==> config.mk <==
export PLATFORM = sky130hd
export DESIGN_NAME = umi_fifo_flex
export DESIGN_NICKNAME = d
export VERILOG_FILES = /design/src/umi_flex_pkg.sv /design/src/umi_pkt_if.sv /design/src/umi_fifo_flex.sv /design/src/umi_beat_fifo.sv /design/src/umi_split_latch.sv /design/src/umi_split_beat.sv /design/src/umi_split_ctrl.sv
export SDC_FILE = /design/constraint.sdc
export NUM_CORES = 2
export LEC_CHECK = 0
export BUFFER_PORTS_ARGS = -buffer_cell sky130_fd_sc_hd__buf_4
export CAP_MARGIN = 20
export CORE_AREA = 2 2 474 476
export DETAILED_ROUTE_END_ITERATION = 12
export DIE_AREA = 0 0 476 478
export GPL_ROUTABILITY_DRIVEN = 0
export PLACE_DENSITY = 0.46
export SYNTH_ARGS = -nofsm -noshare
export SYNTH_HDL_FRONTEND = slang
export SYNTH_SLANG_ARGS = --single-unit
==> constraint.sdc <==
create_clock -name umi_in_clk -period 7.5 [get_ports umi_in_clk]
set_input_delay 1.5 -clock umi_in_clk [delete_from_list [all_inputs] [get_ports umi_in_clk]]
set_output_delay 1.5 -clock umi_in_clk [all_outputs]
set_load 0.05 [all_outputs]
==> src/umi_flex_pkg.sv <==
// Shared constants and types for the UMI down-sizing width converter.
// Defines the bus widths, the packed command layout and the FIFO word.
// Files refer to these by scoped names; nothing is imported.

`default_nettype none

package umi_flex_pkg;

   // ##############################
   // Bus widths
   // ##############################
   localparam int CW         = 32;
   localparam int AW         = 64;
   localparam int IDW        = 256;
   localparam int ODW        = 64;
   localparam int ODW_BYTES  = ODW / 8;

   // Beat FIFO geometry, depth must be a power of two
   localparam int FIFO_DEPTH = 4;
   localparam int FIFO_PW    = $clog2(FIFO_DEPTH);

   // ##############################
   // Types
   // ##############################

   // Simplified command, opcode sits in the low bits
   typedef struct packed {
      logic [2:0] hostid;
      logic [1:0] err;
      logic [1:0] user;
      logic       ex;
      logic       eof;
      logic       eom;
      logic [1:0] prot;
      logic [3:0] qos;
      logic [7:0] len;
      logic [2:0] size;
      logic [4:0] opcode;
   } umi_cmd_t;

   typedef logic [AW-1:0]  umi_addr_t;
   typedef logic [IDW-1:0] in_data_t;
   typedef logic [ODW-1:0] out_data_t;

   // One output beat as stored in the FIFO
   typedef struct packed {
      umi_cmd_t  cmd;
      umi_addr_t dstaddr;
      umi_addr_t srcaddr;
      out_data_t data;
   } fifo_entry_t;

endpackage

`default_nettype wire
==> src/umi_pkt_if.sv <==
// UMI packet bundle without handshake: command, both addresses and data.
// The data type is a parameter so one interface serves the wide input
// packets and the narrow output beats.

`default_nettype none
`timescale 1ns/100ps

interface umi_pkt_if #(
   parameter type data_t = umi_flex_pkg::in_data_t
);

   umi_flex_pkg::umi_cmd_t  cmd;
   umi_flex_pkg::umi_addr_t dstaddr;
   umi_flex_pkg::umi_addr_t srcaddr;
   data_t                   data;

   modport tx (output cmd, dstaddr, srcaddr, data);
   modport rx (input cmd, dstaddr, srcaddr, data);

endinterface

`default_nettype wire

==> src/umi_fifo_flex.sv <==
// UMI width converter from a 256-bit input bus to a 64-bit output bus.
// Packets larger than one output beat are split into 8-byte beats, which
// leave through a 4-entry FIFO or, with bypass high, combinationally.
// Single clock domain; bypass may change only when idle.

`default_nettype none
`timescale 1ns/100ps

module umi_fifo_flex (
   input  logic                     umi_in_clk,
   input  logic                     umi_in_nreset,
   input  logic                     bypass,
   output logic                     fifo_full,
   output logic                     fifo_empty,
   // Input side
   input  logic                     umi_in_valid,
   input  umi_flex_pkg::umi_cmd_t   umi_in_cmd,
   input  umi_flex_pkg::umi_addr_t  umi_in_dstaddr,
   input  umi_flex_pkg::umi_addr_t  umi_in_srcaddr,
   input  umi_flex_pkg::in_data_t   umi_in_data,
   output logic                     umi_in_ready,
   // Output side
   output logic                     umi_out_valid,
   output umi_flex_pkg::umi_cmd_t   umi_out_cmd,
   output umi_flex_pkg::umi_addr_t  umi_out_dstaddr,
   output umi_flex_pkg::umi_addr_t  umi_out_srcaddr,
   output umi_flex_pkg::out_data_t  umi_out_data,
   input  logic                     umi_out_ready
);

   logic beat_valid;
   logic use_held;
   logic load;
   logic needs_split;
   logic beat_room;

   umi_pkt_if #(.data_t(umi_flex_pkg::in_data_t))  in_if ();
   umi_pkt_if #(.data_t(umi_flex_pkg::in_data_t))  held_if ();
   umi_pkt_if #(.data_t(umi_flex_pkg::in_data_t))  rem_if ();
   umi_pkt_if #(.data_t(umi_flex_pkg::out_data_t)) beat_if ();

   // Input packet into the bundle
   assign in_if.cmd     = umi_in_cmd;
   assign in_if.dstaddr = umi_in_dstaddr;
   assign in_if.srcaddr = umi_in_srcaddr;
   assign in_if.data    = umi_in_data;

   umi_split_ctrl u_ctrl (
      .umi_in_clk    (umi_in_clk),
      .umi_in_nreset (umi_in_nreset),
      .umi_in_valid  (umi_in_valid),
      .needs_split   (needs_split),
      .beat_room     (beat_room),
      .umi_in_ready  (umi_in_ready),
      .beat_valid    (beat_valid),
      .use_held      (use_held),
      .load          (load)
   );

   umi_split_beat u_beat (
      .use_held    (use_held),
      .pkt_in      (in_if),
      .held        (held_if),
      .needs_split (needs_split),
      .beat        (beat_if),
      .rem         (rem_if)
   );

   umi_split_latch u_latch (
      .umi_in_clk    (umi_in_clk),
      .umi_in_nreset (umi_in_nreset),
      .load          (load),
      .rem           (rem_if),
      .held          (held_if)
   );

   umi_beat_fifo u_fifo (
      .umi_in_clk      (umi_in_clk),
      .umi_in_nreset   (umi_in_nreset),
      .bypass          (bypass),
      .beat_valid      (beat_valid),
      .umi_out_ready   (umi_out_ready),
      .beat            (beat_if),
      .beat_room       (beat_room),
      .fifo_full       (fifo_full),
      .fifo_empty      (fifo_empty),
      .umi_out_valid   (umi_out_valid),
      .umi_out_cmd     (umi_out_cmd),
      .umi_out_dstaddr (umi_out_dstaddr),
      .umi_out_srcaddr (umi_out_srcaddr),
      .umi_out_data    (umi_out_data)
   );

endmodule

`default_nettype wire

==> src/umi_beat_fifo.sv <==
// Synchronous output FIFO for 64-bit beats, with a combinational bypass.
// A write shows at the head on the next cycle; reads come straight from
// the head entry. With bypass high the beat goes directly to the output
// and the status flags follow the output ready.

`default_nettype none
`timescale 1ns/100ps

module umi_beat_fifo (
   input  logic                     umi_in_clk,
   input  logic                     umi_in_nreset,
   input  logic                     bypass,
   input  logic                     beat_valid,
   input  logic                     umi_out_ready,
   umi_pkt_if.rx                    beat,
   output logic                     beat_room,
   output logic                     fifo_full,
   output logic                     fifo_empty,
   output logic                     umi_out_valid,
   output umi_flex_pkg::umi_cmd_t   umi_out_cmd,
   output umi_flex_pkg::umi_addr_t  umi_out_dstaddr,
   output umi_flex_pkg::umi_addr_t  umi_out_srcaddr,
   output umi_flex_pkg::out_data_t  umi_out_data
);

   umi_flex_pkg::fifo_entry_t     mem [umi_flex_pkg::FIFO_DEPTH];
   umi_flex_pkg::fifo_entry_t     wr_entry;
   umi_flex_pkg::fifo_entry_t     head;
   logic [umi_flex_pkg::FIFO_PW-1:0] wr_ptr;
   logic [umi_flex_pkg::FIFO_PW-1:0] rd_ptr;
   logic [umi_flex_pkg::FIFO_PW:0]   count;
   logic                          raw_full;
   logic                          raw_empty;
   logic                          wr_en;
   logic                          rd_en;

   assign raw_full  = count == (umi_flex_pkg::FIFO_PW + 1)'(umi_flex_pkg::FIFO_DEPTH);
   assign raw_empty = count == '0;

   assign beat_room = bypass ? umi_out_ready : ~raw_full;
   assign wr_en     = ~bypass & beat_valid & beat_room;
   assign rd_en     = ~bypass & ~raw_empty & umi_out_ready;

   assign wr_entry = '{cmd: beat.cmd, dstaddr: beat.dstaddr,
                       srcaddr: beat.srcaddr, data: beat.data};

   // ##############################
   // Storage and pointers
   // ##############################
   always_ff @(posedge umi_in_clk)
   begin
      if (wr_en)
         mem[wr_ptr] <= wr_entry;
   end

   // Pointers wrap naturally at the power-of-two depth
   always_ff @(posedge umi_in_clk or negedge umi_in_nreset)
   begin
      if (!umi_in_nreset)
      begin
         wr_ptr <= '0;
         rd_ptr <= '0;
         count  <= '0;
      end
      else
      begin
         if (wr_en)
            wr_ptr <= wr_ptr + 1'b1;
         if (rd_en)
            rd_ptr <= rd_ptr + 1'b1;
         case ({wr_en, rd_en})
            2'b10:   count <= count + 1'b1;
            2'b01:   count <= count - 1'b1;
            default: count <= count;
         endcase
      end
   end

   assign head = mem[rd_ptr];

   // ##############################
   // Output mux
   // ##############################
   assign umi_out_valid   = bypass ? beat_valid   : ~raw_empty;
   assign umi_out_cmd     = bypass ? beat.cmd     : head.cmd;
   assign umi_out_dstaddr = bypass ? beat.dstaddr : head.dstaddr;
   assign umi_out_srcaddr = bypass ? beat.srcaddr : head.srcaddr;
   assign umi_out_data    = bypass ? beat.data    : head.data;

   // Bypass reports pushback from the output side
   assign fifo_full  = bypass ? ~umi_out_ready : raw_full;
   assign fifo_empty = bypass ? 1'b1           : raw_empty;

endmodule

`default_nettype wire

==> src/umi_split_latch.sv <==
// Remainder registers for a packet being split.
// Capture the leftover command, addresses and data on every beat load
// and present them as the held packet for the next beat.

`default_nettype none
`timescale 1ns/100ps

module umi_split_latch (
   input  logic  umi_in_clk,
   input  logic  umi_in_nreset,
   input  logic  load,
   umi_pkt_if.rx rem,
   umi_pkt_if.tx held
);

   umi_flex_pkg::umi_cmd_t  cmd_q;
   umi_flex_pkg::umi_addr_t dstaddr_q;
   umi_flex_pkg::umi_addr_t srcaddr_q;
   umi_flex_pkg::in_data_t  data_q;

   always_ff @(posedge umi_in_clk or negedge umi_in_nreset)
   begin
      if (!umi_in_nreset)
      begin
         cmd_q     <= '0;
         dstaddr_q <= '0;
         srcaddr_q <= '0;
         data_q    <= '0;
      end
      else if (load)
      begin
         cmd_q     <= rem.cmd;
         dstaddr_q <= rem.dstaddr;
         srcaddr_q <= rem.srcaddr;
         data_q    <= rem.data;
      end
   end

   assign held.cmd     = cmd_q;
   assign held.dstaddr = dstaddr_q;
   assign held.srcaddr = srcaddr_q;
   assign held.data    = data_q;

endmodule

`default_nettype wire

==> src/umi_split_beat.sv <==
// Beat former for the down-sizing path.
// Takes the current packet from the input or the held remainder and cuts
// the next output beat off it. The leftover packet goes to the latch.
// Element size must be at most 3 and a packet at most 32 bytes.

`default_nettype none
`timescale 1ns/100ps

module umi_split_beat (
   input  logic      use_held,
   umi_pkt_if.rx     pkt_in,
   umi_pkt_if.rx     held,
   output logic      needs_split,
   umi_pkt_if.tx     beat,
   umi_pkt_if.tx     rem
);

   umi_flex_pkg::umi_cmd_t  cur_cmd;
   umi_flex_pkg::umi_addr_t cur_dst;
   umi_flex_pkg::umi_addr_t cur_src;
   umi_flex_pkg::in_data_t  cur_data;
   umi_flex_pkg::umi_cmd_t  beat_cmd;
   umi_flex_pkg::umi_cmd_t  rem_cmd;
   logic [15:0]             byte_count;
   logic [7:0]              step_len;

   // Source select
   assign cur_cmd  = use_held ? held.cmd     : pkt_in.cmd;
   assign cur_dst  = use_held ? held.dstaddr : pkt_in.dstaddr;
   assign cur_src  = use_held ? held.srcaddr : pkt_in.srcaddr;
   assign cur_data = use_held ? held.data    : pkt_in.data;

   // Bytes in packet: (len + 1) << size
   assign byte_count  = {7'd0, {1'b0, cur_cmd.len} + 9'd1} << cur_cmd.size;
   assign needs_split = byte_count > 16'(umi_flex_pkg::ODW_BYTES);

   // Elements per full output beat
   assign step_len = 8'(umi_flex_pkg::ODW_BYTES >> cur_cmd.size);

   // ##############################
   // Command rewrite
   // ##############################
   always_comb
   begin
      beat_cmd    = cur_cmd;
      rem_cmd     = cur_cmd;
      rem_cmd.len = cur_cmd.len - step_len;
      if (needs_split)
      begin
         beat_cmd.len = step_len - 8'd1;
         beat_cmd.eom = 1'b0;
      end
   end

   // Outgoing beat, low slice of the packet
   assign beat.cmd     = beat_cmd;
   assign beat.dstaddr = cur_dst;
   assign beat.srcaddr = cur_src;
   assign beat.data    = cur_data[umi_flex_pkg::ODW-1:0];

   // Leftover, only kept when needs_split
   assign rem.cmd     = rem_cmd;
   assign rem.dstaddr = cur_dst + umi_flex_pkg::umi_addr_t'(umi_flex_pkg::ODW_BYTES);
   assign rem.srcaddr = cur_src + umi_flex_pkg::umi_addr_t'(umi_flex_pkg::ODW_BYTES);
   assign rem.data    = cur_data >> umi_flex_pkg::ODW;

endmodule

`default_nettype wire

==> src/umi_split_ctrl.sv <==
// Split control for the width converter.
// Tracks whether a remainder of a split packet is held, picks the beat
// source and produces the input ready and the beat load strobe.

`default_nettype none
`timescale 1ns/100ps

module umi_split_ctrl (
   input  logic umi_in_clk,
   input  logic umi_in_nreset,
   input  logic umi_in_valid,
   input  logic needs_split,
   input  logic beat_room,
   output logic umi_in_ready,
   output logic beat_valid,
   output logic use_held,
   output logic load
);

   logic held_valid;

   // A held remainder always has a beat to offer
   assign beat_valid = umi_in_valid | held_valid;
   assign load       = beat_valid & beat_room;

   // Remainder goes out before the next input packet
   assign use_held     = held_valid;
   assign umi_in_ready = ~held_valid & beat_room;

   // ##############################
   // Held flag
   // ##############################
   always_ff @(posedge umi_in_clk or negedge umi_in_nreset)
   begin
      if (!umi_in_nreset)
         held_valid <= 1'b0;
      else if (load)
         held_valid <= needs_split;
   end

endmodule

`default_nettype wire

==> results.sh <==
export IMPL_cp_top_family="compound AO/OA/AOI/OAI gates"
export IMPL_postCtsSetupBuffers=0
export IMPL_drc_errors=0
export IMPL_cts_tree="done"
export IMPL_via_per_inst=4.490
export IMPL_die_area_mm2=0.2275
export IMPL_dp_hpwl_um=113000
export IMPL_required_ps=6000
export IMPL_first_pass_iters=5
export IMPL_rsz0062_at_grt="no"
export IMPL_gr_usage_all_layers_pct=14.80
export IMPL_rows=174
export IMPL_clk_insertion_delay_late_ps=800
export IMPL_post_route_period_util_pct=83.91
export IMPL_synth_seq_cells=1256
export IMPL_core_area_mm2=0.2232
export IMPL_grt_max_degree=210
export IMPL_async_flop_share_pct=28.66
export IMPL_htreeDepth=4
export IMPL_maxClockFrequency_mhz=158.9
export IMPL_worst_pin_slew_ps=1073
export IMPL_clkTransAtPathRegs_ps=60
export IMPL_start_kind="primary input"
export IMPL_crit_path_max_fanout=8
export IMPL_peakVddDrop_mv=0.2648
export IMPL_setup_violations=0
export IMPL_netlist_area_mm2=0.05539
export IMPL_grt_ovfl_total=0
export IMPL_synth_cell_types=80
export IMPL_drtAntennaViolNets=0
export IMPL_finClkSkew_ps=31.51
export IMPL_ys_warn_count=0
export IMPL_syn_inst=3520
export IMPL_use_met2_pct=23.21
export IMPL_syn_num_nets=3956
export IMPL_cts_root_buf="clkbuf_16"
export IMPL_ys_flop_type="edfxtp_1"
export IMPL_cp_arrival_ps=4790
export IMPL_met1_usage_pct=19.31
export IMPL_antenna_found_initial=38
export IMPL_hold_viol=0
export IMPL_grt_use_met3_pct=4.873
export IMPL_fin_crit_ps=6293
export IMPL_powerDensity_mw_per_mm2=439.3
export IMPL_drtIter0Drc=1892
export IMPL_fin_setup_tns_ps=0
export IMPL_yosysSeqAreaShare_pct=64.84
export IMPL_slowest_stage="mux2i_1"
export IMPL_hold_buffers=0
export IMPL_hold_path_class="flip-flop to flip-flop"
export IMPL_start_util_pct=24.82
export IMPL_cp_end_kind="primary output"
export IMPL_die_x_um=476
export IMPL_top_usage_layer="met2"
export IMPL_ios=649
export IMPL_synthToLayoutAreaGrowth_pct=25.02
export IMPL_relSlewSlack_pct=27.85
export IMPL_syn_avg_cell_area_um2=15.74
export IMPL_utilization_pct=31.03
export IMPL_synth_edf_count=896
export IMPL_die_y_um=478
export IMPL_clock_sinks=1256
export IMPL_grt_pass1_wl_um=247400
export IMPL_port_buffers=648
export IMPL_routed_wl_um=172200
export IMPL_nNetsFinal=4607
export IMPL_wl_per_cell_um=23.58
export IMPL_outcome="completed"
export IMPL_p_leak_uw=0.02671
export IMPL_path_buf_inv=3
export IMPL_drv_cap=0
export IMPL_cts_max_path_buffers=3
export IMPL_vias=32790
export IMPL_numCtsBuffers=153
export IMPL_drive_gt1_share_pct=37.87
export IMPL_post_cts_resized=0
export IMPL_worst_setup_path_type="primary input to primary output"
export IMPL_grt_pass1_vias=33730
export IMPL_slew_viol_final=0
export IMPL_crit_chain="buf_4 > mux2i_1 > inv_1 > ha_1 > xnor2_1 > o21ai_0 > nand2_1 > o311a_1 > o211ai_2 > nand3_1 > o21ai_0 > buf_4"
export IMPL_cpPeakStageDelay_ps=540
==> registers in the layout, indices dropped and copies added (netlist names) <==
| name | count |
|---|---|
| u_fifo.mem | 896 |
| u_latch.held.cmd | 32 |
| u_ctrl.use_held | 1 |
| u_latch.held.dstaddr | 64 |
| u_latch.held.data | 192 |
| u_fifo.wr_ptr | 2 |
| u_fifo.count | 3 |
| u_latch.held.srcaddr | 64 |
| u_fifo.rd_ptr | 2 |
==> cells by family (layout without fill, tap and decap cells) <==
| kind of cell | after synthesis | after routing | share of synthesized area [%] |
|---|---|---|---|
| simple gates | 656 | 656 | 5.742 |
| xor+xnor | 125 | 125 | 1.977 |
| buf+inv | 249 | 1033 | 1.938 |
| compound gates | 425 | 425 | 4.805 |
| other cells | 0 | 8 | 0 |
| fa+ha+maj | 15 | 15 | 0.3660 |
| mux | 794 | 794 | 20.33 |
| flops | 1256 | 1256 | 64.84 |
==> synthesized netlist by cell type, types with 6 or more instances <==
cell type,instances,area (um2)
a21o_1,10,75.07
a21oi_1,24,120.1
a22o_1,64,560.5
a32o_1,9,90.09
and2_1,11,68.82
and3_1,16,100.1
buf_1,21,78.83
buf_2,35,175.2
buf_6,10,112.6
clkbuf_1,138,518.0
dfrtp_1,360,9009
edfxtp_1,896,26910
ha_1,13,162.7
inv_1,39,146.4
mux2_2,408,4594
mux2i_1,162,1622
mux4_2,224,5045
nand2_1,397,1490
nand3_1,59,295.3
nand3_2,9,90.09
nand3b_1,13,97.59
nand4_1,25,156.4
nand4b_1,7,61.31
nor2_1,44,165.2
nor2b_1,13,81.33
nor3_1,11,55.05
o21ai_0,243,1216
o21ai_1,19,95.09
o22ai_1,10,62.56
or2_2,6,37.54
xnor2_1,53,464.2
xor2_1,72,630.6
==> worst reg2reg max path, cell delays in order, from the launching register on <==
cell	delay, ps
dfrtp_4	680
buf_12	450
buf_12	550
mux2_2	780
a21boi_0	420
nand4_1	290
nor4_4	400
buf_4	300
nand4_1	340
xor2_1	250
o21ai_0	150
==> per-stage QoR <==
step	instances	setup slack, ps	hold slack [ps]	total power (uW)	cell area (um2)
2_1_floorplan	3520	1268	440.2	18830	55390
3_3_place_gp	7007	1320	452.3	22850	63890
3_5_place_dp	7008	1261	456.8	22960	63900
4_1_cts	7296	1122	471.2	30970	69230
5_1_grt	7299	941.9	488.2	32020	69230
6_report	7304	1207	466.3	30420	69250
==> cells in the final DEF, fill, tap and decap left out, types with 22 or more instances in the layout <==
cell type,synthesis,layout
mux4_2,224,224
a21oi_1,24,23
nor2_1,44,42
nand2_1,397,397
xnor2_1,53,53
dfrtp_1,360,357
mux2i_1,162,162
buf_12,0,26
edfxtp_1,896,896
o21ai_0,243,242
nand3_1,59,59
clkbuf_1,138,37
a22o_1,64,64
clkbuf_16,0,155
inv_1,39,39
mux2_2,408,408
nand4_1,25,25
buf_4,5,678
xor2_1,72,72
bufinv_16,0,22
==> path summary, 6_finish.rpt <==
check	startpoint	endpoint	slack, ps	depth (start not counted)
min	u_latch.held.cmd[23]	u_latch.held.cmd[23]	470	2
max reg2reg	u_ctrl.use_held	u_latch.held.srcaddr[63]	2810	10
min reg2reg	u_latch.held.cmd[23]	u_latch.held.cmd[23]	470	2
max in group asynchronous	umi_in_nreset	u_ctrl.use_held	5450	2
max	umi_in_cmd[8]	umi_out_cmd[13]	1210	12
min in group asynchronous	umi_in_nreset	u_latch.held.data[77]	700	1
==> routing by layer <==
metal,vias up,routed length [um]
met1,16750,75150
met2,849,78810
met3,286,13440
li1,14860,-
met4,50,4500
met5,-,330
==> final cells by class <==
cell class / instances / area (um2)
repair buffers: 706 / 5640
clock buffers: 208 / 4238
fillers: 22130 / 153900
clock inverters: 80 / 1092
well taps: 2992 / 3744
diodes: 8 / 20.02
inverters: 39 / 146.4
multi-input cells: 2015 / 18440
flip-flops and latches: 1256 / 35930
==> power by group <==
group	leakage, uW	internal, uW	total, uW	switching, uW
clock network	0.00259	4750	7850	3100
registers	0.0131	9940	10700	715
logic	0.0111	4280	11900	7640
total	0.0267	19000	30400	11500
No activity file was read; power rests on OpenSTA's default activity.
